`config.mk`:
```
export PLATFORM = sky130hd
export DESIGN_NAME = fetch_stage
export DESIGN_NICKNAME = d
export VERILOG_FILES = /design/src/logic/core_pkg.sv /design/src/logic/fetch_stage.sv
export SDC_FILE = /design/constraint.sdc
export NUM_CORES = 1
export LEC_CHECK = 0
export BUFFER_PORTS_ARGS = -buffer_cell sky130_fd_sc_hd__clkbuf_2
export CAP_MARGIN = 15
export CORE_AREA = 8 8 129 220
export DETAILED_ROUTE_END_ITERATION = 8
export DIE_AREA = 0 0 137 228
export PLACE_DENSITY = 0.5
export SYNTH_ARGS = -nofsm -noshare
export SYNTH_HDL_FRONTEND = slang
export SYNTH_SLANG_ARGS = --single-unit
```
`constraint.sdc`:
```
create_clock -name clk -period 2.55 [get_ports clk]
set_input_delay 0.51 -clock clk [delete_from_list [all_inputs] [get_ports clk]]
set_output_delay 0.51 -clock clk [all_outputs]
set_load 0.01 [all_outputs]
```
`src/logic/core_pkg.sv`:
```
`default_nettype none

package core_pkg;

    typedef logic [63:0] xlen_t;
    typedef logic [31:0] inst_t;
    typedef logic [4:0]  reg_addr_t;
    typedef logic [2:0]  alu_op_t;

    localparam alu_op_t ALU_ADD = 3'd0;
    localparam alu_op_t ALU_SUB = 3'd1;
    localparam alu_op_t ALU_AND = 3'd2;
    localparam alu_op_t ALU_OR  = 3'd3;

    // Major opcodes of the supported subset.
    localparam logic [6:0] OPC_OP     = 7'b0110011;
    localparam logic [6:0] OPC_OPIMM  = 7'b0010011;
    localparam logic [6:0] OPC_LOAD   = 7'b0000011;
    localparam logic [6:0] OPC_STORE  = 7'b0100011;
    localparam logic [6:0] OPC_BRANCH = 7'b1100011;
    localparam logic [6:0] OPC_JAL    = 7'b1101111;

    // Operand source for EX.
    localparam logic [1:0] FWD_NONE = 2'd0;
    localparam logic [1:0] FWD_ME   = 2'd1;
    localparam logic [1:0] FWD_WB   = 2'd2;

    localparam int    DMEM_WORDS = 64;
    localparam inst_t NOP_INST   = 32'h0000_0013; // addi x0, x0, 0

    typedef struct packed {
        xlen_t     pc;
        xlen_t     imm;
        reg_addr_t rs1_addr;
        reg_addr_t rs2_addr;
        xlen_t     rs1_data;
        xlen_t     rs2_data;
        reg_addr_t rd;
        alu_op_t   alu_op;
        logic      use_imm;
        logic      is_load;
        logic      is_store;
        logic      is_branch;
        logic      branch_ne;
        logic      is_jal;
        logic      wr_en;
    } id_ex_t;

    typedef struct packed {
        xlen_t     alu_res;     // Holds pc+4 for JAL.
        xlen_t     store_data;
        reg_addr_t rd;
        logic      is_load;
        logic      is_store;
        logic      wr_en;
        logic      link_pc_sel;
    } ex_me_t;

    typedef struct packed {
        xlen_t     wb_data;
        reg_addr_t rd;
        logic      wr_en;
    } me_wb_t;

endpackage

`default_nettype wire
```
`src/logic/fetch_stage.sv`:
```
`timescale 1ns/1ns
`default_nettype none

module fetch_stage import core_pkg::*; (
    input  logic  clk,
    input  logic  arst_n,
    input  logic  stall,
    input  logic  flush,
    input  xlen_t redirect_pc,
    input  inst_t inst,
    output xlen_t pc,
    output xlen_t if_pc,
    output inst_t if_inst
);

    always_ff @(posedge clk or negedge arst_n) begin
        if (!arst_n) begin
            pc <= '0;
        end else if (flush) begin
            pc <= redirect_pc; // Branch or JAL taken in EX.
        end else if (!stall) begin
            pc <= pc + 64'd4;
        end
    end

    // IF/ID register.
    always_ff @(posedge clk or negedge arst_n) begin
        if (!arst_n) begin
            if_pc   <= '0;
            if_inst <= NOP_INST;
        end else if (flush) begin
            if_pc   <= '0;
            if_inst <= NOP_INST;
        end else if (!stall) begin
            if_pc   <= pc;
            if_inst <= inst;
        end
    end

endmodule

`default_nettype wire

```
==> reports/metrics.csv <==
metric,value,unit
data required time at the worst endpoint,2.88,ns
CTS buffer count,17,
FMAX,465,MHz
Commonest cells post-synth,"dfrtp_1 (157), nor2_1 (116), mux2i_1 (92)",
post-CTS setup repair buffer count,0,
net count after synthesis,816,
"Reg clk slew, reported paths",0.07,ns
main combinational cell family by area after synthesis,simple AND/OR/NAND/NOR gates,
Tmin final,2.15,ns
CTS tree,built,
Routed Antenna Nets,0,
wire per inst,18.3,um
Avg Vias per Cell,4.59,
Ports,260,
warnings from Yosys,0,
Total GRT Usage,15.9,%
worst path cell trace,nand4_1 -> nor4_1 -> nand4_2 -> nor3_1 -> xor2_1 -> mux2_2,
outcome,"finished, final reports clean",
Seq pwr share,46.4,%
# port buffers,259,
Crit path largest cell delay,0.45,ns
Post-Synth Simple-Gate Area,18.5,%
worst hold slack,0.0599,ns
drt pass-1 iters,4,
Internal Power,0.00442,W
cell family with most CP delay,simple AND/OR/NAND/NOR gates,
final period utilization,84.3,%
dpl hpwl,18100,um
CP bufs+invs,0,
first-pass GRT wire length,38200,um
final setup margin,0.401,ns
post-synth top area share,52.8,%
Netlist cell types,34,
placed cell area,0.00930,mm2
Clock power frac,38.0,%
number of clock sinks,160,
Mean Syn Cell Area,10.4,um2
"Design Area, Final",0.00984,mm2
Vias,6021,
pwr dens,640,mW/mm2
mux cell area share after synthesis,13.7,%
combinational fraction of design power,15.6,%
DRT iter0 DRCs,276,
worst vdd ir,0.469,mV
Remaining DRCs,0,
grt ovf,0,
Worst-Margin Slew,0.766,ns
RR Endpoint,pc[57],
Synth Area in Compound Gates,4.19,%
Adder-Cell Fraction of Synth Area,0.168,%
flop2flop setup slack,0.40,ns
worst skew pair latency,0.45,ns
Root Buffer,clkbuf_16,
placer congestion estimate,0.747,
nets,1084,
# hold bufs at CTS,0,
HP Class,in -> async,
Rel. slew slack,48.9,%
Final Total Pwr,0.00630,W
max-slew violation count,0,
initial antenna violation count,1,
RSZ-0062 raised after global routing,false,
cts repair resizes,0,
setup TNS after final layout,0,ns
area grow syn2layout,32.3,%
Routed WL,24100,um
Die Y,228,um
Worst Path Max Fanout,6,
Final setup violation count,0,
H-tree depth,4,
Critical Path Start,pc[30],
Critical Path AT,2.48,ns
Fin. Hold Viols,0,
Post-synth EDFFs,0,
CTS Buffer Depth,2,
"flops & latches, synth",160,
largest net degree at the start of global routing,104,
Synth Flop Type,dfrtp_1,
layout cell share with drive strength beyond 1,34.9,%
Row Count,77,
cell accounting for the most synthesized area,dfrtp_1,
CP Capture Type,flip-flop,
CP Class,reg -> reg,
die area,0.0312,mm2
maxcap violations,0,
XOR/XNOR Fraction of Synth Area,7.18,%
Sw Pwr,0.00188,W
DP Worst Slack,0.194,ns
R2R cell count,6,
vias in the first global route,6544,
leakage power,4.94,nW
worst reg2reg path startpoint,pc[30],
Initial Util,29.5,%
post-synthesis cell count,715,
ranking of synthesized cells by area,"dfrtp_1 (53%), mux2i_1 (12%), nor2_1 (5.9%)",
Critical Path Start Type,flip-flop,
Async SR Flop Fraction,100,%
placeable core area,0.0252,mm2
Setup Skew,0.0121,ns
most numerous cell in the Yosys netlist,dfrtp_1,
switch share,29.9,%
Crit-path slowest cell,dfrtp_1,
Netlist Area Pre-Place,0.00744,mm2
die width,137,um
register area share after synthesis,53.9,%
[worst reg2reg max path: stages (launching register included)]
cell and delay [ns]:
dfrtp_1 0.45, nand4_1 0.23, nor4_1 0.38, nand4_2 0.31
nor3_1 0.31, xor2_1 0.10, mux2_2 0.26
[layout by cell type, fill, tap and decap left out, types with 2 or more instances in the layout]
master / synthesis / routed
nand4_1: 16 / 16
a21oi_1: 2 / 2
buf_6: 0 / 3
a211o_1: 3 / 3
xor2_1: 28 / 28
clkbuf_16: 0 / 17
mux2_2: 9 / 9
nor2_1: 116 / 116
nor4_4: 4 / 4
clkinvlp_4: 0 / 2
mux2i_1: 92 / 92
nand4_2: 3 / 3
dfstp_2: 3 / 3
xnor2_1: 33 / 33
o21ai_0: 46 / 46
inv_6: 0 / 5
inv_1: 7 / 7
clkinv_2: 0 / 3
clkinv_4: 0 / 4
nand2_1: 89 / 89
buf_4: 1 / 22
clkbuf_2: 0 / 256
nor4_1: 5 / 5
buf_12: 0 / 7
nor3_1: 10 / 10
nor3_2: 4 / 4
and3_1: 8 / 8
nor2b_1: 6 / 6
nor4_2: 4 / 4
dfrtp_1: 157 / 157
nand3_1: 15 / 15
o21ai_1: 9 / 9
[logic make-up (layout without fill, tap and decap cells)]
family / Yosys count / in the layout
DFF: 160 / 160
buffers and inverters: 46 / 327
other: 0 / 1
xor gates and xnor gates: 61 / 61
and+or+nand+nor: 286 / 286
muxes: 101 / 101
adders and majority gates: 1 / 1
AOI/OAI and AO/OA: 60 / 60
[how the worst max path moves through the flow]
stage	to	slack, ns	cells after the start
6_report	pc[57]	0.40	6
5_1_grt	pc[61]	0.15	6
4_1_cts	pc[57]	0.36	6
3_5_place_dp	pc[57]	0.19	8
3_3_place_gp	pc[57]	0.25	8
2_1_floorplan	pc[57]	0.37	7
[metrics by stage]
| step | util (%) | std cells |
|---|---|---|
| floorplan | - | 715 |
| global placement | 36.9 | 1280 |
| detailed placement | 36.9 | 1280 |
| CTS | 39.0 | 1312 |
| global route | 39.0 | 1313 |
| finish | 39.0 | 1313 |
[layout make-up]
class	count	area, um2
fillers	2644	15400
clock buffers	18	429
repair buffers	288	1620
flip-flops and latches	160	4010
inverters	7	26.3
diodes	1	2.50
well taps	316	395
multi-input cells	509	3250
clock inverters	14	109
[power groups by stage]
stage | clock network (W) | registers, W | logic, W
finish | 0.00240 | 0.00292 | 0.000982
CTS | 0.00249 | 0.00292 | 0.00101
global route | 0.00258 | 0.00295 | 0.00109
global placement | 0 | 0.00296 | 0.00100
floorplan | 0 | 0.00303 | 0.000390
detailed placement | 0 | 0.00297 | 0.00101
[flip-flops by register name (all words and copies together) (netlist names)]
name,cells
if_inst,32
if_pc,64
pc,64
[per-layer routing]
layer  part of all wire, %  track usage [%]  up-vias  routed length [um]
met3                   5.3             4.34       18                1280
met2                    56             29.6      149               13500
met1                    37             16.4     2908                8860
met4                   1.9             5.39        0                 447
met5                     0                0        -                   0
li1                      -                -     2946                   -
(Power assumes the default switching activity.)
