$ cat config.mk
export PLATFORM = sky130hd
export DESIGN_NAME = execute_stage
export DESIGN_NICKNAME = d
export VERILOG_FILES = /design/src/logic/core_pkg.sv /design/src/logic/execute_stage.sv
export SDC_FILE = /design/constraint.sdc
export NUM_CORES = 1
export LEC_CHECK = 0
export BUFFER_PORTS_ARGS = -buffer_cell sky130_fd_sc_hd__buf_2
export CAP_MARGIN = 0
export CORE_AREA = 4 4 239 241
export CTS_CLUSTER_DIAMETER = 100
export DETAILED_ROUTE_END_ITERATION = 16
export DIE_AREA = 0 0 243 245
export HOLD_SLACK_MARGIN = 0.1
export PLACE_DENSITY = 0.6
export SYNTH_ARGS = -nofsm -noshare
export SYNTH_HDL_FRONTEND = slang
export SYNTH_SLANG_ARGS = --single-unit
$ cat constraint.sdc
create_clock -name clk -period 4.45 [get_ports clk]
set_clock_uncertainty 0.2 [all_clocks]
set_input_delay 0.89 -clock clk [delete_from_list [all_inputs] [get_ports clk]]
set_output_delay 0.89 -clock clk [all_outputs]
set_load 0.1 [all_outputs]
$ cat src/logic/core_pkg.sv
`default_nettype none

package core_pkg;

    typedef logic [63:0] xlen_t;
    typedef logic [31:0] inst_t;
    typedef logic [4:0]  reg_addr_t;
    typedef logic [2:0]  alu_op_t;

    localparam alu_op_t ALU_ADD = 3'd0;
    localparam alu_op_t ALU_SUB = 3'd1;
    localparam alu_op_t ALU_AND = 3'd2;
    localparam alu_op_t ALU_OR  = 3'd3;

    // Major opcodes of the supported subset.
    localparam logic [6:0] OPC_OP     = 7'b0110011;
    localparam logic [6:0] OPC_OPIMM  = 7'b0010011;
    localparam logic [6:0] OPC_LOAD   = 7'b0000011;
    localparam logic [6:0] OPC_STORE  = 7'b0100011;
    localparam logic [6:0] OPC_BRANCH = 7'b1100011;
    localparam logic [6:0] OPC_JAL    = 7'b1101111;

    // Operand source for EX.
    localparam logic [1:0] FWD_NONE = 2'd0;
    localparam logic [1:0] FWD_ME   = 2'd1;
    localparam logic [1:0] FWD_WB   = 2'd2;

    localparam int    DMEM_WORDS = 64;
    localparam inst_t NOP_INST   = 32'h0000_0013; // addi x0, x0, 0

    typedef struct packed {
        xlen_t     pc;
        xlen_t     imm;
        reg_addr_t rs1_addr;
        reg_addr_t rs2_addr;
        xlen_t     rs1_data;
        xlen_t     rs2_data;
        reg_addr_t rd;
        alu_op_t   alu_op;
        logic      use_imm;
        logic      is_load;
        logic      is_store;
        logic      is_branch;
        logic      branch_ne;
        logic      is_jal;
        logic      wr_en;
    } id_ex_t;

    typedef struct packed {
        xlen_t     alu_res;     // Holds pc+4 for JAL.
        xlen_t     store_data;
        reg_addr_t rd;
        logic      is_load;
        logic      is_store;
        logic      wr_en;
        logic      link_pc_sel;
    } ex_me_t;

    typedef struct packed {
        xlen_t     wb_data;
        reg_addr_t rd;
        logic      wr_en;
    } me_wb_t;

endpackage

`default_nettype wire
$ cat src/logic/execute_stage.sv
`timescale 1ns/1ns
`default_nettype none

module execute_stage import core_pkg::*; (
    input  logic       clk,
    input  logic       arst_n,
    input  id_ex_t     id_ex,
    input  logic [1:0] fwd_a,
    input  logic [1:0] fwd_b,
    input  xlen_t      me_fwd,
    input  xlen_t      wb_fwd,
    output logic       redirect,
    output xlen_t      redirect_pc,
    output ex_me_t     ex_me
);

    xlen_t  op_a;
    xlen_t  op_b_reg;
    xlen_t  op_b;
    xlen_t  alu_y;
    xlen_t  link_pc;
    logic   taken;
    ex_me_t ex_d;

    always_comb begin
        case (fwd_a)
            FWD_ME:  op_a = me_fwd;
            FWD_WB:  op_a = wb_fwd;
            default: op_a = id_ex.rs1_data;
        endcase
        case (fwd_b)
            FWD_ME:  op_b_reg = me_fwd;
            FWD_WB:  op_b_reg = wb_fwd;
            default: op_b_reg = id_ex.rs2_data;
        endcase
    end

    assign op_b = id_ex.use_imm ? id_ex.imm : op_b_reg;

    always_comb begin
        case (id_ex.alu_op)
            ALU_SUB: alu_y = op_a - op_b;
            ALU_AND: alu_y = op_a & op_b;
            ALU_OR:  alu_y = op_a | op_b;
            default: alu_y = op_a + op_b;
        endcase
    end

    // BEQ when branch_ne is low, BNE otherwise.
    assign taken       = id_ex.is_branch && ((op_a == op_b_reg) != id_ex.branch_ne);
    assign redirect    = taken || id_ex.is_jal;
    assign redirect_pc = id_ex.pc + id_ex.imm;
    assign link_pc     = id_ex.pc + 64'd4;

    always_comb begin
        ex_d.link_pc_sel = id_ex.is_jal;
        ex_d.alu_res     = ex_d.link_pc_sel ? link_pc : alu_y;
        ex_d.store_data  = op_b_reg;
        ex_d.rd          = id_ex.rd;
        ex_d.is_load     = id_ex.is_load;
        ex_d.is_store    = id_ex.is_store;
        ex_d.wr_en       = id_ex.wr_en;
    end

    always_ff @(posedge clk or negedge arst_n) begin
        if (!arst_n) begin
            ex_me <= '0;
        end else begin
            ex_me <= ex_d;
        end
    end

endmodule

`default_nettype wire

==> flow_summary.yaml <==
logic_synthesis:
  synth_flop_cell: "dfrtp_1"
  syn_nets: 3278
  synth-seq-cells: 137
  yosysSeqAreaShare_pct: 17.3
  synth_area_um2: 19800
  async_flop_share_pct: 100
  synth.distinct_cells: 78
  syn_area_per_cell_um2: 7.30
  synth_cells: 2713
  synth_edf_count: 0
  yosys_warnings: 0
critical_path:
  crit_path_start: "fwd_b[1]"
  cp.required_ns: 4.61
  start_kind: "primary input"
  critPathKind: "primary input to flop"
  worst_ep_arrival_time_ns: 6.16
  cp_max_fo: 7
  endpoint_kind: "flop"
placed_design:
  port_buffers: 606
  placed_area_um2: 33100
  gp_congestion: 1.04
  hpwlAfterDp_um: 112000
  place_ws_ns: -2.27
global_route:
  grt_start_max_net_pins: 103
  grt_first_pass_wirelength_um: 192000
  first_global_vias: 29175
  grt-ovfl-total: 0
  antenna_found_initial: 20
  grt_usage_pct: 42.6
timing:
  worst_pin_slew_ns: 1.04
  finalWorstSetupSlack_ns: -1.55
  finalSetupViolCount: 95
  maxSlewViolCount: 0
  fin_crit_sh_pct: 135
  rsz0062_at_grt: "true"
  max_freq_mhz: 167
  final_hold_viol_count: 0
  tns_ns: -72.44
  slew_headroom_pct: 30.6
  fin_crit_ns: 6.00
final_layout:
  regMostFlops: "ex_me"
  syn_to_final_growth_pct: 87.2
  final.fill_count: 4579
  final_core_util_pct: 67.5
  reg.largest.list: "ex_me (137)"
  largest_reg_flops: 137
  stdcell_area_um2: 37000
  nNetsFinal: 4861
  drive_gt1_share_pct: 52.1
run_status:
  violations: "negative setup slack"
  status: "complete, but fails checks"
route:
  drt_iter0_markers: 3538
  antenna_left: 0
  drt_first_pass_iters: 6
  drcViolationCount: 0
  wirelength_um: 136000
  vias: 29937
  viasPerCell: 5.95
  wl_per_cell_um: 27.0
clock_network:
  clk_pin_slew_worst_paths_ns: 0.07
  cts_htree_levels: 4
  numCtsBuffers: 17
  cts_max_path_buffers: 2
  cts_tree: "built"
  cts.sinks: 137
  cts_root_buf: "clkbuf_16"
power:
  power_w: 0.0133
  power_per_cell_area_nw_per_um2: 359
  vdd_drop_max_uv: 346
  p_leak_nw: 17.7
die:
  start_util_pct: 36.1
  die_w_um: 243
  io_pins: 617
  die-area_um2: 59500
  rows: 86
  die_y_um: 245
  core_area_um2: 54900
worst_hold_path:
  min_path_type: "primary input to flop"
  worstHoldPathCells: 1
  min_from: "id_ex[10]"
flow_run:
  cap_violations: 0
==> placed cells by master, fill, tap and decap left out, types with 16 or more instances in the layout <==
cell | Yosys | layout
buf_4 | 6 | 1035
buf_2 | 21 | 540
nand2_1 | 342 | 320
nor2_1 | 189 | 172
a21oi_1 | 220 | 162
o21ai_0 | 217 | 140
dfrtp_1 | 137 | 137
xnor2_1 | 177 | 123
ha_1 | 148 | 115
a22oi_1 | 122 | 114
xor2_1 | 123 | 95
buf_6 | 2 | 82
inv_1 | 80 | 74
buf_12 | 0 | 73
a21o_1 | 72 | 70
nand4_1 | 69 | 69
maj3_1 | 55 | 55
nand3_1 | 56 | 46
a21oi_2 | 0 | 45
o21ai_1 | 11 | 44
o21ai_2 | 0 | 34
xnor2_2 | 0 | 34
nor3_1 | 43 | 32
a211oi_2 | 0 | 29
ha_4 | 0 | 27
and3_1 | 28 | 26
nand2b_1 | 24 | 23
xnor2_4 | 0 | 20
clkbuf_16 | 0 | 19
diode_2 | 0 | 18
nor2b_1 | 24 | 18
o21bai_1 | 27 | 17
o211ai_1 | 17 | 17
a31oi_1 | 27 | 17
xor2_2 | 0 | 17
a211oi_1 | 46 | 17
or3_1 | 16 | 16
nand2_2 | 1 | 16
==> through the flow <==
step                      instances  hold WS (ns)
after global placement         4883         0.798
after global routing           5027         0.290
final                          5031         0.290
after floorplan                2713         0.394
after CTS                      4967         0.270
after detailed placement       4883         0.803
==> repair_timing <==
| action | in CTS | in global routing |
|---|---|---|
| endpoints found under the setup margin | 101 | 100 |
| hold buffers | 0 | 0 |
| gates cloned | 0 | 3 |
| buffers inserted | 60 | 52 |
| gates resized for setup | 284 | 257 |
| pin swaps | 119 | 186 |
==> critical path: stages <==
cell	delay (ns)
buf_12	0.11
ha_4	0.26
buf_8	0.15
a221oi_4	0.21
o22ai_2	0.15
o31a_1	0.37
or4_4	0.48
nor3_4	0.22
nand3_4	0.15
buf_6	0.16
buf_4	0.14
o21ai_4	0.15
xor2_2	0.24
ha_4	0.20
buf_6	0.10
nand2_1	0.08
nor2_2	0.23
nor2_1	0.07
o31ai_1	0.24
a31oi_1	0.08
buf_4	0.17
o31ai_4	0.23
a41oi_2	0.16
buf_6	0.16
o31ai_4	0.39
and4_4	0.31
nor3_4	0.05
==> cell usage after synthesis (all sizes together) (10+ instances only) <==
library cell  instances  area, µm²
xor2                123       1080
nor3                 46        258
or3                  16        100
maj3                 55        551
mux2i                13        130
dfrtp               137       3430
and4                 11       96.3
a21o                 72        541
a21oi               220       1100
o21a                 13       97.6
o31ai                25        198
ha                  148       1850
o21bai               27        203
a31oi                27        169
and2                 12       75.1
a211oi               46        345
xnor2               177       1550
a22oi               122        916
o21ai               228       1140
clkbuf              135        507
a221oi               29        254
nor2b                24        150
buf                  41        218
nor3b                12       90.1
o211ai               17        128
nand4                69        432
or2                  10       62.6
mux2                 13        146
nor2                189        709
nand2b               24        150
and3                 28        175
nor4                 20        131
nand2               343       1290
nand3                57        298
inv                  81        304
==> metal layers <==
metal	global-route usage [%]	vias up	wire length, µm
met1	56.2	14362	53300
met3	8.75	414	14900
met2	67.6	2062	60100
met5	0	-	57
li1	-	13091	-
met4	19.2	8	7510
==> path summary, 6_finish.rpt <==
| path | endpoint | slack (ns) |
|---|---|---|
| min | ex_me[4] | 0.29 |
| min in group asynchronous | ex_me[7] | 0.34 |
| max in group asynchronous | ex_me[40] | 2.77 |
| max | ex_me[130] | -1.55 |
==> cells by family after synthesis <==
| logic type | after synthesis | synth area share (%) |
|---|---|---|
| AND/OR/NAND/NOR | 877 | 21.0 |
| AO/OA/AOI/OAI | 911 | 29.5 |
| multiplexers | 26 | 1.40 |
| XOR/XNOR | 300 | 13.3 |
| buffers and inverters | 257 | 5.20 |
| flip-flops | 137 | 17.3 |
| adder cells (fa/ha/maj) | 205 | 12.3 |
==> layout make-up <==
type	instances	area [µm²]	share of cell area, %
diodes	18	45.0	0.122
clock buffers	18	439	1.19
clock inverters	14	163	0.439
inverters	81	314	0.848
multi-input cells	2319	18700	50.5
flip-flops and latches	137	3430	9.25
well taps	704	881	2.38
repair buffers	1740	13100	35.3
==> report_power, final <==
part | leakage [nW] | internal [W] | total [W] | switching [W]
Clock | 0.282 | 0.000850 | 0.00154 | 0.000695
Combinational | 15.8 | 0.00387 | 0.0102 | 0.00634
Sequential | 1.63 | 0.00144 | 0.00155 | 0.000111
Total | 17.7 | 0.00616 | 0.0133 | 0.00715
Note: power is estimated with default switching activity, not from simulation.
