**src/logic/core_pkg.sv**
```systemverilog
`default_nettype none

package core_pkg;

    typedef logic [63:0] xlen_t;
    typedef logic [31:0] inst_t;
    typedef logic [4:0]  reg_addr_t;
    typedef logic [2:0]  alu_op_t;

    localparam alu_op_t ALU_ADD = 3'd0;
    localparam alu_op_t ALU_SUB = 3'd1;
    localparam alu_op_t ALU_AND = 3'd2;
    localparam alu_op_t ALU_OR  = 3'd3;

    // Major opcodes of the supported subset.
    localparam logic [6:0] OPC_OP     = 7'b0110011;
    localparam logic [6:0] OPC_OPIMM  = 7'b0010011;
    localparam logic [6:0] OPC_LOAD   = 7'b0000011;
    localparam logic [6:0] OPC_STORE  = 7'b0100011;
    localparam logic [6:0] OPC_BRANCH = 7'b1100011;
    localparam logic [6:0] OPC_JAL    = 7'b1101111;

    // Operand source for EX.
    localparam logic [1:0] FWD_NONE = 2'd0;
    localparam logic [1:0] FWD_ME   = 2'd1;
    localparam logic [1:0] FWD_WB   = 2'd2;

    localparam int    DMEM_WORDS = 64;
    localparam inst_t NOP_INST   = 32'h0000_0013; // addi x0, x0, 0

    typedef struct packed {
        xlen_t     pc;
        xlen_t     imm;
        reg_addr_t rs1_addr;
        reg_addr_t rs2_addr;
        xlen_t     rs1_data;
        xlen_t     rs2_data;
        reg_addr_t rd;
        alu_op_t   alu_op;
        logic      use_imm;
        logic      is_load;
        logic      is_store;
        logic      is_branch;
        logic      branch_ne;
        logic      is_jal;
        logic      wr_en;
    } id_ex_t;

    typedef struct packed {
        xlen_t     alu_res;     // Holds pc+4 for JAL.
        xlen_t     store_data;
        reg_addr_t rd;
        logic      is_load;
        logic      is_store;
        logic      wr_en;
        logic      link_pc_sel;
    } ex_me_t;

    typedef struct packed {
        xlen_t     wb_data;
        reg_addr_t rd;
        logic      wr_en;
    } me_wb_t;

endpackage

`default_nettype wire
```
**src/logic/hazard_unit.sv**
```systemverilog
`timescale 1ns/1ns
`default_nettype none

module hazard_unit import core_pkg::*; (
    input  reg_addr_t  rs1_addr,
    input  reg_addr_t  rs2_addr,
    input  logic       uses_rs1,
    input  logic       uses_rs2,
    input  id_ex_t     id_ex,
    input  ex_me_t     ex_me,
    input  me_wb_t     me_wb,
    input  logic       redirect,
    output logic       stall,
    output logic       flush,
    output logic [1:0] fwd_a,
    output logic [1:0] fwd_b
);

    logic load_use;

    // Youngest producer wins.
    function automatic logic [1:0] fwd_sel(input reg_addr_t src);
        logic [1:0] sel;
        sel = FWD_NONE;
        if (src != '0) begin
            if (ex_me.wr_en && ex_me.rd == src) begin
                sel = FWD_ME;
            end else if (me_wb.wr_en && me_wb.rd == src) begin
                sel = FWD_WB;
            end
        end
        return sel;
    endfunction

    // Load in EX feeding the instruction in ID.
    assign load_use = id_ex.is_load && (id_ex.rd != '0) &&
                      ((uses_rs1 && rs1_addr == id_ex.rd) ||
                       (uses_rs2 && rs2_addr == id_ex.rd));

    assign flush = redirect;
    assign stall = load_use && !redirect; // Squashed anyway on a redirect.

    always_comb begin
        fwd_a = fwd_sel(id_ex.rs1_addr);
        fwd_b = fwd_sel(id_ex.rs2_addr);
    end

endmodule

`default_nettype wire

```
**config.mk**
```make
export PLATFORM = sky130hd
export DESIGN_NAME = hazard_unit
export DESIGN_NICKNAME = d
export VERILOG_FILES = /design/src/logic/core_pkg.sv /design/src/logic/hazard_unit.sv
export SDC_FILE = /design/constraint.sdc
export NUM_CORES = 1
export LEC_CHECK = 0
export BUFFER_PORTS_ARGS = -buffer_cell sky130_fd_sc_hd__buf_2
export CAP_MARGIN = 20
export CORE_AREA = 3 3 197 199
export DETAILED_ROUTE_END_ITERATION = 10
export DIE_AREA = 0 0 200 202
export SLEW_MARGIN = 30
export SYNTH_ARGS = -nofsm -noshare
export SYNTH_HDL_FRONTEND = slang
export SYNTH_SLANG_ARGS = --single-unit
```
**constraint.sdc**
```tcl
create_clock -name vclk -period 1.1
set_input_delay 0.055 -clock vclk [all_inputs]
set_output_delay 0.055 -clock vclk [all_outputs]
set_load 0.03 [all_outputs]
```
==> impl_metrics.toml, run 1 <==
[logic_synthesis]
synthCells = 55
netlist_area_sq_um = 442
yosysWarnings = 0
synth_area_leaders = "xor2_1 32%, xnor2_1 28%, nor4b_2 6.8%, nor4_1 5.7%, nor2_4 5.1%"
syn-num-nets = 556
synthTopCellsByCount = "16 x xor2_1, 14 x xnor2_1, 4 x nand3_1, 4 x nor4_1"
synth.distinct_cells = 15
synth_top_area_cell = "xor2_1"
synth.avg_cell_area_sq_um = 8.03
seq_area_frac_synth = 0
yosysMostFrequentCell = "xor2_1"
yosysTopAreaCellShare = 0.317

[drt]
routed-via-count = 621
dr.pass1.iters = 2
wl_per_cell_um = 6.97
wl_um = 4300
drcViolationCount = 0
first_iter_violations = 6
vias_per_cell = 1.01
drtAntennaViolNets = 0

[global_route]
use_met3 = 0.00783
grt_max_degree = 4
grtUsageMet2 = 0.0344
busiest_layer = "met2"
grt_pass1_vias = 656
grt_pass1_wl_um = 5470
antenna_found_initial = 5
track_usage = 0.0204
met1_usage = 0.0264
grt_overflow = 0

[critical_path]
path_max_fanout = 2
cpPeakStageDelay_ns = 0.48
worst_setup_path_start_kind = "input port"
critical_path_required_ns = 1.04
path_depth = 6
cp_num_buf_inv = 3
slowest_stage = "or4_4"
crit_top_cell = "buf_6"
critPathTopFamily = "simple AND/OR/NAND/NOR gates"
arrival_ns = 1.08
end_kind = "output port"
worstSetupPathType = "input port to output port"
crit_chain = "buf_6 -> buf_6 -> or4_4 -> nor2_4 -> nor2_1 -> buf_4"

[cells_and_area]
area_growth_pct = 253
drive_gt1_frac = 0.660
multi_input_area_sq_um = 536
n_antenna_cell = 0
n_clock_buffer = 0
stdcell_count = 617
n_sequential_cell = 0
regArea_sq_um = 0
fill_cells = 4448
nets = 609

[floorplanning]
start_util = 0.0118
rows = 71
die-area_sq_um = 40400
io_pins = 507
dieWidth_um = 200
core_sq_um = 37400
die_h_um = 202

[timing]
maxSlewHeadroom = 0.826
worst_slack_ns = -0.0325
fmax_mhz = 883
finalCritPeriodShare = 1.03
rsz0062_at_grt = "true"
worstMarginPinSlew_ns = 0.260
setup_tns_ns = -0.0504
setup_violations = 3
finalMaxSlewViolations = 0
finalCriticalPeriod_ns = 1.13
hold_viol = 0

[run]
cap_violations = 0

[clock_network]
cts_setup_buffers = 0
ctsHoldBuffers = 0

[place]
port_buffers = 47
gpl.final_weighted_congestion = 0.696
hpwlAfterDp_um = 4110
dp_cells = 618

[worst_hold_path]
min_path_cells = 2
hold_end = "flush"
hp-start = "redirect"
holdCritPathClass = "input port to output port"

[outcome]
outcome = "complete, but fails checks"
violations = "setup timing"

[power]
p_leak_nw = 0.414
peakVddDrop_v = 0.000128
pwr_density_cell_nw_per_um2 = 232
==> stage by stage <==
| step | worst slack [ns] | hold WS [ns] | area [sq um] | util | power [mW] |
|---|---|---|---|---|---|
| floorplan | 0.0700 | 0.242 | 445 | - | 0.119 |
| global placement | -0.183 | 0.428 | 1360 | 0.0363 | 0.289 |
| detailed placement | -0.246 | 0.428 | 1360 | 0.0363 | 0.294 |
| CTS | -0.0945 | 0.428 | 1440 | 0.0386 | 0.330 |
| global route | -0.0765 | 0.435 | 1560 | 0.0417 | 0.395 |
| finish | -0.0325 | 0.418 | 1560 | 0.0417 | 0.361 |
==> layer usage <==
metal,up-vias,share of wire,wire [um]
met5,-,0.0053,23
met4,4,0.011,48
met3,10,0.10,435
met2,31,0.46,1980
met1,284,0.42,1820
li1,292,-,-
==> cell type report <==
cell class | instances | area share
multi-input combinational | 54 | 0.344
tap | 511 | 0.410
timing repair buffer | 52 | 0.246
==> worst max path at each step <==
stage / startpoint / end / slack, ns
final: id_ex[151] / fwd_a[0] / -0.03
after detailed placement: ex_me[7] / fwd_a[1] / -0.25
after floorplan: id_ex[149] / fwd_a[0] / 0.07
after global placement: ex_me[7] / fwd_a[1] / -0.18
after global routing: ex_me[7] / fwd_b[1] / -0.08
after CTS: ex_me[6] / fwd_b[1] / -0.09
==> timing repair <==
action,in CTS,in global routing
resized for setup,22,27
pin swaps,13,13
endpoints found under the setup margin,5,5
==> power by group <==
group	internal, mW	leakage [nW]	switching, mW	total, mW
clock	0	0	0	0
combinational	0.186	0.414	0.175	0.361
sequential	0	0	0	0
==> cells in the final DEF (no fill, tap or decap) <==
cell     instances
a21oi_2          1
nor4b_4          2
xnor2_2          2
buf_4            7
nor4_4           1
buf_2           30
nor2b_1          1
xor2_2           4
o21ai_1          1
buf_8            3
nand4_1          2
nor2_4           2
nand3_2          1
nor2_2           1
xor2_1          12
buf_6           12
xnor2_1         12
nor4_1           1
nand2_1          2
nand3_1          3
nor2_1           1
or4_1            1
nor4_2           2
or4_4            2
==> logic make-up after synthesis <==
group / count (synthesis) / share of synthesized area
AOI/OAI and AO/OA: 2 / 0.0226
xor gates and xnor gates: 30 / 0.595
buffers and inverters: 1 / 0.0170
and+or+nand+nor: 22 / 0.365
(Power assumes the default switching activity.)
==> run 2, diff against run 1 <==
--- a/config.mk
+++ b/config.mk
@@ -10,6 +10,7 @@
 export CORE_AREA = 3 3 197 199
 export DETAILED_ROUTE_END_ITERATION = 10
 export DIE_AREA = 0 0 200 202
+export PLACE_DENSITY = 0.3
 export SLEW_MARGIN = 30
 export SYNTH_ARGS = -nofsm -noshare
 export SYNTH_HDL_FRONTEND = slang
==> constraint.sdc (replaced) <==
create_clock -name vclk -period 1.1
set_input_delay 0.055 -clock vclk [all_inputs]
set_output_delay 0.055 -clock vclk [all_outputs]
set_load 0.02 [all_outputs]
==> impl_metrics.toml, run 2 (synthesized netlist as in run 1, its figures left out) <==
[cells_and_area]
regArea_sq_um = 0
fill_cells = 4452
final_common_cell = "buf_2"
nets = 621
drive_gt1_frac = 0.703
n_antenna_cell = 0
final_cell_mix = "31 x buf_2, 17 x buf_6, 15 x buf_4"
area_growth_pct = 276
n_sequential_cell = 0
n_clock_buffer = 0

[timing]
hold_viol = 0
holdWs_ns = 0.405
finalCritPeriodShare = 1.13
setup_violations = 4
maxSlewHeadroom = 0.773
worst_slack_ns = -0.145
fmax_mhz = 803
finalCriticalPeriod_ns = 1.24
worstMarginPinSlew_ns = 0.339
finalMaxSlewViolations = 0
rsz0062_at_grt = "true"

[outcome]
violations = "setup timing"
outcome = "complete, but fails checks"

[global_route]
grt_pass1_wl_um = 4960
grt_overflow = 0
track_usage = 0.0172
antenna_found_initial = 2
grt_pass1_vias = 709
grt_max_degree = 4

[floorplanning]
start_util = 0.0118
core_sq_um = 37400
io_pins = 507
die-area_sq_um = 40400
dieWidth_um = 200
die_h_um = 202
rows = 71

[drt]
first_iter_violations = 6
routed-via-count = 648
drtAntennaViolNets = 0
vias_per_cell = 1.03
dr.pass1.iters = 3
drcViolationCount = 0
wl_per_cell_um = 5.92
wl_um = 3730

[clock_network]
ctsHoldBuffers = 0
cts_setup_buffers = 0

[critical_path]
arrival_ns = 1.19
end_kind = "output port"
path_max_fanout = 2
worstSetupPathType = "input port to output port"
critical_path_required_ns = 1.04
worst_setup_path_start_kind = "input port"

[power]
peakVddDrop_v = 0.000114
pwr_density_cell_nw_per_um2 = 232
p_leak_nw = 0.480
total_power_uw = 387

[place]
gpl.final_weighted_congestion = 0.661
port_buffers = 47
pre_cts_ws_ns = -0.352
hpwlAfterDp_um = 3570

[worst_hold_path]
holdCritPathClass = "input port to output port"

[run]
cap_violations = 0
==> run 2: critical path, cell delays in order <==
cell and delay (ns):
buf_6 0.10, buf_6 0.11, or4_4 0.52, nor2_4 0.15
nor4b_4 0.08, buf_4 0.16
==> run 2: path summary, 6_finish.rpt <==
check	start	end	slack, ns	cells past startpoint
setup / recovery	id_ex[146]	fwd_b[1]	-0.14	6
hold / removal	redirect	flush	0.41	2
==> run 2: cell type report <==
type	count	area, sq um	share of cell area
Tap cell	511	639	0.385
Multi-Input combinational cell	54	549	0.330
Timing Repair Buffer	64	474	0.285
==> run 2: what timing repair did <==
| action | in CTS | in global routing |
|---|---|---|
| endpoints found under the hold margin | 0 | 0 |
| endpoints found under the setup margin | 5 | 5 |
| gates resized for setup | 38 | 10 |
| pin swaps | 13 | 12 |
==> run 2: metal layers <==
metal	routed length, um	GRT usage	vias up
li1	-	-	315
met1	1360	0.0194	300
met2	2120	0.0352	29
met3	217	0.00300	4
met4	34	0	0
met5	0	0	-
==> run 2: report_power, final <==
| group | switching [mW] | internal [mW] |
|---|---|---|
| Clock | 0 | 0 |
| Sequential | 0 | 0 |
| Combinational | 0.171 | 0.216 |
==> run 2: stage by stage <==
step | area (sq um) | TNS, ns | utilization | cells
after floorplan | 442 | 0 | - | 55
after global placement | 1440 | -1.31 | 0.0386 | 630
after detailed placement | 1440 | -1.25 | 0.0386 | 630
after CTS | 1620 | -0.533 | 0.0432 | 629
final | 1660 | -0.418 | 0.0445 | 629
after global routing | 1660 | -0.637 | 0.0445 | 629
