==> src/logic/core_pkg.sv <==
`default_nettype none

package core_pkg;

    typedef logic [63:0] xlen_t;
    typedef logic [31:0] inst_t;
    typedef logic [4:0]  reg_addr_t;
    typedef logic [2:0]  alu_op_t;

    localparam alu_op_t ALU_ADD = 3'd0;
    localparam alu_op_t ALU_SUB = 3'd1;
    localparam alu_op_t ALU_AND = 3'd2;
    localparam alu_op_t ALU_OR  = 3'd3;

    // Major opcodes of the supported subset.
    localparam logic [6:0] OPC_OP     = 7'b0110011;
    localparam logic [6:0] OPC_OPIMM  = 7'b0010011;
    localparam logic [6:0] OPC_LOAD   = 7'b0000011;
    localparam logic [6:0] OPC_STORE  = 7'b0100011;
    localparam logic [6:0] OPC_BRANCH = 7'b1100011;
    localparam logic [6:0] OPC_JAL    = 7'b1101111;

    // Operand source for EX.
    localparam logic [1:0] FWD_NONE = 2'd0;
    localparam logic [1:0] FWD_ME   = 2'd1;
    localparam logic [1:0] FWD_WB   = 2'd2;

    localparam int    DMEM_WORDS = 64;
    localparam inst_t NOP_INST   = 32'h0000_0013; // addi x0, x0, 0

    typedef struct packed {
        xlen_t     pc;
        xlen_t     imm;
        reg_addr_t rs1_addr;
        reg_addr_t rs2_addr;
        xlen_t     rs1_data;
        xlen_t     rs2_data;
        reg_addr_t rd;
        alu_op_t   alu_op;
        logic      use_imm;
        logic      is_load;
        logic      is_store;
        logic      is_branch;
        logic      branch_ne;
        logic      is_jal;
        logic      wr_en;
    } id_ex_t;

    typedef struct packed {
        xlen_t     alu_res;     // Holds pc+4 for JAL.
        xlen_t     store_data;
        reg_addr_t rd;
        logic      is_load;
        logic      is_store;
        logic      wr_en;
        logic      link_pc_sel;
    } ex_me_t;

    typedef struct packed {
        xlen_t     wb_data;
        reg_addr_t rd;
        logic      wr_en;
    } me_wb_t;

endpackage

`default_nettype wire
==> src/logic/register_file.sv <==
`timescale 1ns/1ns
`default_nettype none

module register_file import core_pkg::*; (
    input  logic      clk,
    input  logic      arst_n,
    input  reg_addr_t rs1_addr,
    input  reg_addr_t rs2_addr,
    output xlen_t     rs1_data,
    output xlen_t     rs2_data,
    input  logic      wr_en,
    input  reg_addr_t wr_addr,
    input  xlen_t     wr_data
);

    xlen_t regs [0:31];
    logic  wr_live;

    assign wr_live = wr_en && (wr_addr != '0);

    always_ff @(posedge clk or negedge arst_n) begin
        if (!arst_n) begin
            for (int i = 0; i < 32; i++) begin
                regs[i] <= '0;
            end
        end else if (wr_live) begin
            regs[wr_addr] <= wr_data;
        end
    end

    // Same-cycle write shows through to the reader.
    assign rs1_data = (wr_live && wr_addr == rs1_addr) ? wr_data : regs[rs1_addr];
    assign rs2_data = (wr_live && wr_addr == rs2_addr) ? wr_data : regs[rs2_addr];

endmodule

`default_nettype wire

==> config.mk <==
export PLATFORM = sky130hd
export DESIGN_NAME = register_file
export DESIGN_NICKNAME = d
export VERILOG_FILES = /design/src/logic/core_pkg.sv /design/src/logic/register_file.sv
export SDC_FILE = /design/constraint.sdc
export NUM_CORES = 2
export LEC_CHECK = 0
export BUFFER_PORTS_ARGS = -buffer_cell sky130_fd_sc_hd__buf_2
export CAP_MARGIN = 5
export CORE_UTILIZATION = 45
export DETAILED_ROUTE_END_ITERATION = 8
export PLACE_DENSITY = 0.75
export SYNTH_ARGS = -nofsm -noshare
export SYNTH_HDL_FRONTEND = slang
export SYNTH_SLANG_ARGS = --single-unit
==> constraint.sdc <==
create_clock -name clk -period 1.6 [get_ports clk]
set_input_delay 0 -clock clk [delete_from_list [all_inputs] [get_ports clk]]
set_output_delay 0 -clock clk [all_outputs]
set_load 0.05 [all_outputs]
==> flow_results.org <==
** Final layout
- Number of flip-flops in the largest register :: between 2000 and 2500
- Signed area change from the synthesized netlist to the final layout :: 30.5%
- At the end of the flow the core is filled with cells to 0.591.
- Proportion of layout cells with a drive suffix above 1 :: 0.659
- Register with the most flip-flops :: regs
- Design area :: ~140000 um^2
- The largest registers in the layout are regs: 2048 flops.
- After the last flow step, the layout net total stands at 8832.

** Run
- The tool flagged a number of max-cap violations equal to 0.

** Floorplan
- The floorplan step defined a die boundary enclosing 244000 um^2.
- Standard cell core area :: ~240000 um^2
- 210 I/O pins were placed.
- From left edge to right edge, the die measures a little under 500 um.
- The floorplan has 180 rows.
- Height of the die :: 494 um
- Starting density of the core :: 0.453

** Logic synthesis
- After synthesis, the mean cell area works out to 14.8 um^2.
- Part of the Yosys area used for sequential elements :: 0.471
- The share of synthesized area in the top cell type comes to 0.471.
- By area the synthesized netlist is led by sky130_fd_sc_hd__dfrtp_1 47%, sky130_fd_sc_hd__mux2_2 21%, sky130_fd_sc_hd__mux4_2 19%.
- Yosys warning count :: 0
- The synthesized design spends more area on one cell type than any other, namely sky130_fd_sc_hd__dfrtp_1.
- Number of instances in the synthesized netlist :: 7382
- The number of nets in the synthesized netlist is 7464.
- After synthesis, the share of flip-flops with an asynchronous set or reset is 1.00.
- The netlist uses 50 different library cells.
- The synthesized design contains 2048 register bits.
- Most used DFF post-synth :: sky130_fd_sc_hd__dfrtp_1
- Summed instance area of the synthesized netlist :: between 100000 and 150000 um^2
- Count of flip-flops with a built-in enable after synthesis :: 0

** Detailed routing
- For this run, design rule violations remaining after detail routing come to 0.
- Summed over all layers, the routed wires come to 410000 um.
- Across all layers, the routed design uses just over 80000 vias.
- Final ANT Viol Nets :: 0
- After the first detailed-routing iteration, the DRC count stood at just over 10000.
- Average wire length per cell after detail routing :: 33.8 um
- Post-detailed-route via-to-cell ratio :: 6.75
- Drt first pass iters :: 6

** Clock network
- Number of buffers on the longest clock path :: 3
- At the later pin of the worst-skew pair, clock insertion delay measures between 800 and 900 ps.
- The H-tree generated during clock tree synthesis spans 4 levels.
- Cell at the root of the clock tree :: sky130_fd_sc_hd__clkbuf_16
- The clock net in this run drives a total of 2048 sinks.
- Number of buffers added by the clock tree synthesis step :: 204
- Clock Pin Slew Worst Setup and Hold Paths :: 60 ps
- CTS tree :: done

** Power and ir drop
- IR analysis of the VDD net gives a maximum drop of 1.02 mV.
- Pwr dens :: 1180 nW/um^2
- Pleak :: a little over 60 nW
- Total power for the finished layout comes to ~170 mW.

** Min path
- Counting instances, the worst hold path has a depth of 7.
- Type of the worst min-delay path :: in -> reg

** Global routing
- Entering global routing, the biggest net connects 101 pins.
- The initial antenna violation count is 31.
- Vias in the first global route :: 85600
- Wire length of the first global-routing pass :: 598000 um
- In the global route stage, overall resource usage came out at 0.335.
- The total overflow left after global routing is 0.

** Timing
- In this run the tightest slew margin relative to its limit is 0.108.
- Clock period minus final worst setup slack :: roughly 3000 ps
- Final critical-path setup slack :: -1410 ps
- Setup repair after global routing could not meet its margin everywhere.
- For the final database, setup skew stands at 0 ps.
- Number of endpoints failing setup at the final stage :: between 100 and 150
- Transition time of the tightest slew-check pin :: 1330 ps
- The number of failing hold endpoints at the final stage is 0.
- Maximum clock frequency :: approximately 330 MHz
- Of the available clock period, the critical path in the final layout requires 1.88.
- Number of max-slew violations in the final report :: 0

** Status
- The final reports fail on setup timing.
- Status :: finished, violations left

** Placement
- Total placed instance area :: 130000 um^2
- Global placer's final weighted congestion :: 0.961
- Port buffering added 209 buffers.
- DP HPWL :: 277000 um

** Critical path
- Measured in cells, the most critical reg-to-reg path has a length of 4.
- Cell with the largest stage delay on the worst path :: sky130_fd_sc_hd__mux4_2
- Data on the critical path arrives at its endpoint at 3010 ps.
- STA classifies the critical path startpoint as a register.
- Data on the critical path is required at its endpoint by roughly 1600 ps.
- CP Capture Type :: output pin
- Cell-by-cell trace of the critical path :: mux4_2, mux2_4, a22oi_2, nand4_1, o21a_4, buf_12
- The worst setup path is of the reg -> out kind.
- Largest stage delay, worst path :: ~460 ps
- CP max FO :: 2
per-layer routing:
metal / track usage / part of all wire / vias to the layer above
met5: 0 / 0.00039 / -
met3: 0.104 / 0.12 / 1638
met2: 0.496 / 0.45 / 5661
met1: 0.414 / 0.35 / 43100
li1: - / - / 31500
met4: 0.248 / 0.085 / 24
stage by stage:
step	worst slack, ps	instances	setup TNS (ps)	hold slack, ps
3_5_place_dp	-934	11600	-432590	-34.9
5_1_grt	-1410	12100	-136670	140
2_1_floorplan	-98.7	7382	-8260	-296
4_1_cts	-1380	12100	-132170	94.1
6_report	-1410	12100	-132740	132
3_3_place_gp	-943	11600	-401000	-36.8
cell families (layout without fill, tap and decap cells):
| logic type | count (synthesis) | after routing | share of synthesized area |
|---|---|---|---|
| compound gates | 920 | 920 | 0.0576 |
| other cells | 0 | 20 | 0 |
| buf+inv | 890 | 2431 | 0.0385 |
| simple gates | 327 | 327 | 0.0135 |
| xor+xnor | 10 | 10 | 0.000804 |
| mux | 3187 | 3187 | 0.419 |
| flops | 2048 | 2048 | 0.471 |
cell usage in the layout (no fill, tap or decap), types with 19 or more instances in the layout:
master / instances
sky130_fd_sc_hd__clkbuf_1: 47
sky130_fd_sc_hd__nor2_4: 19
sky130_fd_sc_hd__nand2_1: 51
sky130_fd_sc_hd__clkbuf_8: 50
sky130_fd_sc_hd__o221ai_1: 60
sky130_fd_sc_hd__mux2i_1: 260
sky130_fd_sc_hd__a21oi_4: 76
sky130_fd_sc_hd__o21ai_1: 29
sky130_fd_sc_hd__a211oi_2: 19
sky130_fd_sc_hd__o22ai_1: 85
sky130_fd_sc_hd__dfrtp_1: 2048
sky130_fd_sc_hd__a22oi_2: 100
sky130_fd_sc_hd__nand3_1: 34
sky130_fd_sc_hd__nand2_2: 25
sky130_fd_sc_hd__buf_4: 1288
sky130_fd_sc_hd__clkbuf_16: 210
sky130_fd_sc_hd__a21oi_2: 57
sky130_fd_sc_hd__buf_2: 70
sky130_fd_sc_hd__o22ai_2: 53
sky130_fd_sc_hd__diode_2: 20
sky130_fd_sc_hd__buf_6: 141
sky130_fd_sc_hd__o221ai_2: 63
sky130_fd_sc_hd__mux4_2: 895
sky130_fd_sc_hd__a31oi_4: 28
sky130_fd_sc_hd__nor2_1: 93
sky130_fd_sc_hd__buf_12: 461
sky130_fd_sc_hd__mux2_2: 2001
sky130_fd_sc_hd__a22o_1: 38
sky130_fd_sc_hd__o22a_2: 23
sky130_fd_sc_hd__clkinv_2: 41
sky130_fd_sc_hd__o21ai_0: 65
sky130_fd_sc_hd__a21oi_1: 35
sky130_fd_sc_hd__a22oi_1: 51
sky130_fd_sc_hd__dlygate4sd3_1: 68
cells in the mapped netlist (9+ instances only):
cell type / n
sky130_fd_sc_hd__a221oi_1: 16
sky130_fd_sc_hd__o21a_1: 25
sky130_fd_sc_hd__a31oi_1: 33
sky130_fd_sc_hd__o21ai_0: 118
sky130_fd_sc_hd__nor2_1: 118
sky130_fd_sc_hd__o22ai_1: 148
sky130_fd_sc_hd__mux2i_1: 275
sky130_fd_sc_hd__buf_1: 19
sky130_fd_sc_hd__buf_2: 236
sky130_fd_sc_hd__nor2b_1: 9
sky130_fd_sc_hd__a21oi_1: 168
sky130_fd_sc_hd__a22o_1: 39
sky130_fd_sc_hd__o22a_1: 29
sky130_fd_sc_hd__nand3_1: 41
sky130_fd_sc_hd__mux2_2: 2017
sky130_fd_sc_hd__buf_6: 42
sky130_fd_sc_hd__o221ai_1: 140
sky130_fd_sc_hd__nand2_1: 93
sky130_fd_sc_hd__nor3_1: 13
sky130_fd_sc_hd__buf_4: 63
sky130_fd_sc_hd__a211oi_1: 26
sky130_fd_sc_hd__clkbuf_1: 520
sky130_fd_sc_hd__mux4_2: 895
sky130_fd_sc_hd__o32ai_1: 18
sky130_fd_sc_hd__dfrtp_1: 2048
sky130_fd_sc_hd__a22oi_1: 151
worst max-delay path, delay by kind of cell (launching register included):
kind | cells | cell delay, ps
multiplexers | 2 | 750
AO/OA/AOI/OAI | 2 | 430
flip-flops | 1 | 400
AND/OR/NAND/NOR | 1 | 390
buffers and inverters | 1 | 140
final cells by class:
type	instances	area, um^2
clock inverters	72	847
repair buffers	2043	21700
clock buffers	307	6120
flip-flops and latches	2048	51200
diodes	20	50.0
inverters	9	36.3
multi-input cells	4444	58000
well taps	3185	3990
fillers	17100	98500
final timing paths:
| kind | from | to | slack, ps |
|---|---|---|---|
| worst max-delay path | regs[1204] | rs2_data[52] | -1410 |
| worst min-delay path | wr_en | regs[988] | 130 |
| worst max register to register | regs[1557] | regs[1557] | 500 |
| worst min register to register | regs[1984] | regs[1984] | 400 |
| max in group asynchronous | arst_n | regs[1934] | 380 |
| min in group asynchronous | arst_n | regs[1621] | 570 |
power breakdown:
group	total, mW	switching [mW]	internal [mW]	leakage (nW)
registers	68.9	7.29	61.6	26.3
logic	48.1	21.0	27.2	32.3
clock network	50.6	21.5	29.1	3.45
repair_timing:
| action | 4_1_cts | 5_1_grt |
|---|---|---|
| hold buffers | 69 | 0 |
| setup buffers | 90 | 30 |
| endpoints found under the hold margin | 3971 | 0 |
| endpoints found under the setup margin | 128 | 128 |
| pin swaps | 326 | 127 |
| gates resized for setup | 588 | 165 |
Note: power is estimated with default switching activity, not from simulation.
