`config.mk`:
```
export PLATFORM = sky130hd
export DESIGN_NAME = decode_stage
export DESIGN_NICKNAME = d
export VERILOG_FILES = /design/src/logic/core_pkg.sv /design/src/logic/decode_stage.sv
export SDC_FILE = /design/constraint.sdc
export NUM_CORES = 1
export LEC_CHECK = 0
export BUFFER_PORTS_ARGS = -buffer_cell sky130_fd_sc_hd__buf_2
export CAP_MARGIN = 20
export CORE_AREA = 2 2 205 207
export DETAILED_ROUTE_END_ITERATION = 7
export DIE_AREA = 0 0 207 209
export GPL_TIMING_DRIVEN = 0
export PLACE_DENSITY_LB_ADDON = 0.3
export SYNTH_ARGS = -nofsm -noshare
export SYNTH_HDL_FRONTEND = slang
export SYNTH_SLANG_ARGS = --single-unit
```
`constraint.sdc`:
```
create_clock -name clk -period 2.1 [get_ports clk]
set_input_delay 0.21 -clock clk [delete_from_list [all_inputs] [get_ports clk]]
set_output_delay 0.21 -clock clk [all_outputs]
set_load 0.005 [all_outputs]
```
`src/logic/core_pkg.sv`:
```
`default_nettype none

package core_pkg;

    typedef logic [63:0] xlen_t;
    typedef logic [31:0] inst_t;
    typedef logic [4:0]  reg_addr_t;
    typedef logic [2:0]  alu_op_t;

    localparam alu_op_t ALU_ADD = 3'd0;
    localparam alu_op_t ALU_SUB = 3'd1;
    localparam alu_op_t ALU_AND = 3'd2;
    localparam alu_op_t ALU_OR  = 3'd3;

    // Major opcodes of the supported subset.
    localparam logic [6:0] OPC_OP     = 7'b0110011;
    localparam logic [6:0] OPC_OPIMM  = 7'b0010011;
    localparam logic [6:0] OPC_LOAD   = 7'b0000011;
    localparam logic [6:0] OPC_STORE  = 7'b0100011;
    localparam logic [6:0] OPC_BRANCH = 7'b1100011;
    localparam logic [6:0] OPC_JAL    = 7'b1101111;

    // Operand source for EX.
    localparam logic [1:0] FWD_NONE = 2'd0;
    localparam logic [1:0] FWD_ME   = 2'd1;
    localparam logic [1:0] FWD_WB   = 2'd2;

    localparam int    DMEM_WORDS = 64;
    localparam inst_t NOP_INST   = 32'h0000_0013; // addi x0, x0, 0

    typedef struct packed {
        xlen_t     pc;
        xlen_t     imm;
        reg_addr_t rs1_addr;
        reg_addr_t rs2_addr;
        xlen_t     rs1_data;
        xlen_t     rs2_data;
        reg_addr_t rd;
        alu_op_t   alu_op;
        logic      use_imm;
        logic      is_load;
        logic      is_store;
        logic      is_branch;
        logic      branch_ne;
        logic      is_jal;
        logic      wr_en;
    } id_ex_t;

    typedef struct packed {
        xlen_t     alu_res;     // Holds pc+4 for JAL.
        xlen_t     store_data;
        reg_addr_t rd;
        logic      is_load;
        logic      is_store;
        logic      wr_en;
        logic      link_pc_sel;
    } ex_me_t;

    typedef struct packed {
        xlen_t     wb_data;
        reg_addr_t rd;
        logic      wr_en;
    } me_wb_t;

endpackage

`default_nettype wire
```
`src/logic/decode_stage.sv`:
```
`timescale 1ns/1ns
`default_nettype none

module decode_stage import core_pkg::*; (
    input  logic      clk,
    input  logic      arst_n,
    input  xlen_t     if_pc,
    input  inst_t     if_inst,
    input  xlen_t     rs1_data,
    input  xlen_t     rs2_data,
    input  logic      stall,
    input  logic      flush,
    output reg_addr_t rs1_addr,
    output reg_addr_t rs2_addr,
    output logic      uses_rs1,
    output logic      uses_rs2,
    output id_ex_t    id_ex
);

    logic [6:0] opcode;
    logic [2:0] funct3;
    logic [6:0] funct7;
    reg_addr_t  rd;
    xlen_t      imm_i;
    xlen_t      imm_s;
    xlen_t      imm_b;
    xlen_t      imm_j;
    logic       legal;
    id_ex_t     dec;

    assign opcode   = if_inst[6:0];
    assign rd       = if_inst[11:7];
    assign funct3   = if_inst[14:12];
    assign funct7   = if_inst[31:25];
    assign rs1_addr = if_inst[19:15];
    assign rs2_addr = if_inst[24:20];

    assign imm_i = {{52{if_inst[31]}}, if_inst[31:20]};
    assign imm_s = {{52{if_inst[31]}}, if_inst[31:25], if_inst[11:7]};
    assign imm_b = {{51{if_inst[31]}}, if_inst[31], if_inst[7], if_inst[30:25],
                    if_inst[11:8], 1'b0};
    assign imm_j = {{43{if_inst[31]}}, if_inst[31], if_inst[19:12], if_inst[20],
                    if_inst[30:21], 1'b0};

    always_comb begin
        dec      = '0;
        legal    = 1'b1;
        uses_rs1 = 1'b0;
        uses_rs2 = 1'b0;
        dec.alu_op = ALU_ADD;
        case (opcode)
            OPC_OP: begin
                uses_rs1  = 1'b1;
                uses_rs2  = 1'b1;
                dec.wr_en = 1'b1;
                case ({funct7, funct3})
                    {7'b0000000, 3'b000}: dec.alu_op = ALU_ADD;
                    {7'b0100000, 3'b000}: dec.alu_op = ALU_SUB;
                    {7'b0000000, 3'b111}: dec.alu_op = ALU_AND;
                    {7'b0000000, 3'b110}: dec.alu_op = ALU_OR;
                    default:              legal      = 1'b0;
                endcase
            end
            OPC_OPIMM, OPC_LOAD: begin
                legal       = (funct3 == (opcode == OPC_LOAD ? 3'b011 : 3'b000));
                uses_rs1    = 1'b1;
                dec.use_imm = 1'b1;
                dec.imm     = imm_i;
                dec.is_load = (opcode == OPC_LOAD);
                dec.wr_en   = 1'b1;
            end
            OPC_STORE: begin
                legal        = (funct3 == 3'b011); // SD only.
                uses_rs1     = 1'b1;
                uses_rs2     = 1'b1;
                dec.use_imm  = 1'b1;
                dec.imm      = imm_s;
                dec.is_store = 1'b1;
            end
            OPC_BRANCH: begin
                legal         = (funct3 == 3'b000) || (funct3 == 3'b001);
                uses_rs1      = 1'b1;
                uses_rs2      = 1'b1;
                dec.imm       = imm_b;
                dec.is_branch = 1'b1;
                dec.branch_ne = funct3[0];
            end
            OPC_JAL: begin
                dec.imm    = imm_j;
                dec.is_jal = 1'b1;
                dec.wr_en  = 1'b1;
            end
            default: legal = 1'b0;
        endcase

        if (!legal) begin
            dec      = '0;
            uses_rs1 = 1'b0;
            uses_rs2 = 1'b0;
        end else begin
            dec.pc       = if_pc;
            dec.rs1_addr = uses_rs1 ? rs1_addr : '0;
            dec.rs2_addr = uses_rs2 ? rs2_addr : '0;
            dec.rs1_data = rs1_data;
            dec.rs2_data = rs2_data;
            dec.rd       = dec.wr_en ? rd : '0;
        end
    end

    // ID/EX register. All-zero is a bubble.
    always_ff @(posedge clk or negedge arst_n) begin
        if (!arst_n) begin
            id_ex <= '0;
        end else if (stall || flush) begin
            id_ex <= '0;
        end else begin
            id_ex <= dec;
        end
    end

endmodule

`default_nettype wire

```
==> summary.txt <==
Global route
  – Initial antenna violation count: 4
  – GRT Util Overall: 14.49%
  – Gr ovfl total: 0
  – Vias in the first global route: 8725
  – First-pass GRT wire length: between 40000 and 50000 um
  – Largest net degree at the start of global routing: 102

Finish
  – Final instance area: 0.01536 mm^2
  – Biggest regs: id_ex: 237 flops
  – Largest Register: id_ex
  – Layout cell share with drive strength beyond 1: 45.16%
  – Largest register FFs: around 240
  – Area grow syn2layout: 74.79%
  – Nets: 1676

Timing
  – Worst-Margin Slew: 0.7091 ns
  – Fin. max-slew vios: 0
  – Final hold vios: 0
  – Final worst-path cycle share: 97.12%
  – FMAX: roughly 0.49 GHz
  – Min cycle time layout: about 2.0 ns
  – Final Setup Violations: 0
  – Max-slew headroom: 52.73%

Synth
  – FF+latch count, synth: 237
  – Avg Cell Area, Syn: 13.04 um^2
  – Post-Syn Area: 0.008786 mm^2
  – Post-Syn Nets: 902
  – Cells after Synth: 674
  – Yosys cell types: 33
  – Post-synthesis sequential area ratio: 67.50%
  – Synth Warn #: 0

Clocking
  – Max clock buf depth: 3
  – H-tree depth: 1
  – Root Buffer: clkbuf_16
  – CTS tree: done
  – Clock sink count: 237
  – # Post-CTS Setup Buffers: 0
  – Total CTS buffers: 28
  – Clock-pin slew on the worst setup and hold paths: 0.06 ns

Drt
  – Number of remaining DRC errors: 0
  – Remaining antenna violation count after routing: 0
  – Pre-antenna DRT Iters: 5
  – DRT iter0 DRCs: 350
  – Via count: 8194
  – Final WL: 32910 um
  – DR vias/cell: 4.077
  – Avg WL per Cell: 16.37 um

Power and ir drop
  – PwrDens: 672.8 mW/mm^2
  – Static Leak: roughly 8.3 nW
  – Switching Share: 21.81%
  – Clk network pwr share: 47.9%
  – Design Power: slightly above 10 mW
  – Internal: approximately 8 mW
  – Max IR drop VDD: about 0.48 mV
  – Net Sw Power: ~2.3 mW
  – Flop pwr share: 44.3%
  – Comb pwr share: 7.8%

Placed design
  – Dpl hpwl: between 20000 and 25000 um
  – Placed Area: 0.01212 mm^2
  – Final GP Congestion: 0.8523
  – Port Buf Inserts: 519

Setup path
  – Required @ worst endpoint: 1.89 ns
  – Critical path capture point type: primary output
  – Critical path launch point type: primary input
  – Critical Path AT: 1.83 ns
  – Worst Path Max Fanout: 10
  – Crit Path Category: primary input to primary output
  – Critical path origin: if_inst[3]

Hold path
  – Min-delay src: if_inst[13]
  – Hold Path Class: primary input to flop

Floorplanning
  – Starting Density: about a fifth
  – DIE HEIGHT: 209 um
  – Die W: 207 um
  – Die area: 0.04326 mm^2
  – Core Box Area: 0.04129 mm^2
  – Cell Rows: 75
  – I/O Pins: between 500 and 600

Status
  – Status: finished clean

Flow run
  – Max-Cap Viols: 0
-- power by group through the flow --
stage / Clock (mW) / Sequential [mW] / Combinational (mW)
floorplan: 0 / 4.66 / 0.105
global placement: 0 / 4.66 / 0.458
detailed placement: 0 / 4.66 / 0.475
CTS: 5.10 / 4.57 / 0.805
global route: 5.29 / 4.57 / 0.874
finish: 4.95 / 4.58 / 0.805
-- worst paths after layout --
path / end / slack (ns) / depth (start not counted)
max in group asynchronous: id_ex[274] / 0.66 / 4
max: uses_rs2 / 0.06 / 7
min: id_ex[166] / 0.05 / 3
min in group asynchronous: id_ex[115] / 0.20 / 2
-- final cells by class --
cell class | count | area (um^2)
plain buffers | 109 | 653.1
fillers | 4095 | 25930
diodes | 3 | 7.507
repair buffers | 744 | 4890
flip-flops and latches | 237 | 5932
multi-input cells | 324 | 2238
well taps | 539 | 674.4
clock buffers | 37 | 784.5
inverters | 4 | 15.01
clock inverters | 13 | 162.7
-- metal layers --
| layer | track usage (%) | wire [um] | up-vias |
|---|---|---|---|
| met5 | 0 | 14 | - |
| met4 | 6.133 | 1149 | 2 |
| met3 | 3.502 | 2209 | 66 |
| met2 | 25.11 | 16460 | 337 |
| met1 | 17.15 | 13080 | 3965 |
| li1 | - | - | 3824 |
-- logic make-up (layout without fill, tap and decap cells) --
kind of cell / Yosys count / in the layout / synth area share [%]
buffers and inverters: 113 / 907 / 7.576
other: 1 / 4 / 0.04268
AND/OR/NAND/NOR: 52 / 52 / 3.176
flip-flops: 237 / 237 / 67.50
AO/OA/AOI/OAI: 271 / 271 / 21.70
-- cell usage in the layout, fill, tap and decap left out, types with 2 or more instances in the layout --
cell / count
inv_1: 4
buf_16: 2
nor3_1: 2
a211oi_1: 2
clkbuf_8: 5
a32oi_1: 2
o21ai_0: 17
or4_1: 2
nor2_1: 9
dlygate4sd3_1: 222
bufinv_16: 3
nand3b_1: 3
a21boi_1: 131
a22oi_1: 4
clkinv_4: 2
buf_2: 544
nand2_1: 19
clkbuf_1: 30
diode_2: 3
dfrtp_1: 236
buf_4: 56
a2111oi_2: 2
clkinv_2: 6
clkbuf_16: 28
a21oi_1: 46
clkbuf_2: 2
a21boi_0: 61
nand3_1: 5
nand2b_1: 2
-- synth_stat cells, drive strengths merged --
| master | count | area [um^2] |
|---|---|---|
| inv | 4 | 15.01 |
| o21ai | 18 | 93.84 |
| nor2 | 9 | 33.78 |
| nand2 | 19 | 71.32 |
| a32oi | 2 | 17.52 |
| nand3 | 5 | 25.02 |
| nand4b | 1 | 8.760 |
| nand2b | 2 | 12.51 |
| nor4 | 1 | 12.51 |
| buf | 81 | 545.5 |
| or4b | 1 | 10.01 |
| a21boi | 192 | 1441 |
| a22oi | 5 | 42.54 |
| nand4bb | 2 | 22.52 |
| nand3b | 3 | 22.52 |
| a21oi | 46 | 230.2 |
| a31oi | 1 | 6.260 |
| nor3 | 4 | 25.02 |
| a211oi | 3 | 22.52 |
| or2 | 1 | 6.260 |
| conb | 1 | 3.750 |
| or3 | 1 | 6.260 |
| a2111oi | 3 | 45.04 |
| nor3b | 1 | 7.510 |
| dfrtp | 237 | 5931 |
| or4 | 2 | 15.01 |
| o31ai | 1 | 7.510 |
| clkbuf | 28 | 105.1 |
-- stage by stage --
stage	cells	setup TNS (ns)	util, %	hold slack [ns]	setup slack, ns
global route	2010	-0.009564	37.19	0.04844	-0.009564
global placement	1732	-918.30	29.20	0.4096	-3.615
finish	2010	0	37.19	0.05178	0.06038
floorplan	674	0	-	-0.08559	0.3133
CTS	2006	0	37.09	0.003821	0.04309
detailed placement	1734	-86.59	29.36	0.1523	-0.6230
-- worst max-delay path: stages --
cell	delay, ns
buf_2	0.13
nand4bb_2	0.38
clkbuf_2	0.30
a211oi_4	0.40
inv_1	0.08
a31oi_1	0.19
buf_2	0.15
-- repair_timing --
action	CTS	global route
gates resized for setup	4	8
hold endpoints to repair	286	0
setup endpoints to repair	46	8
hold buffers	222	0
No activity file was read; power rests on OpenSTA's default activity.
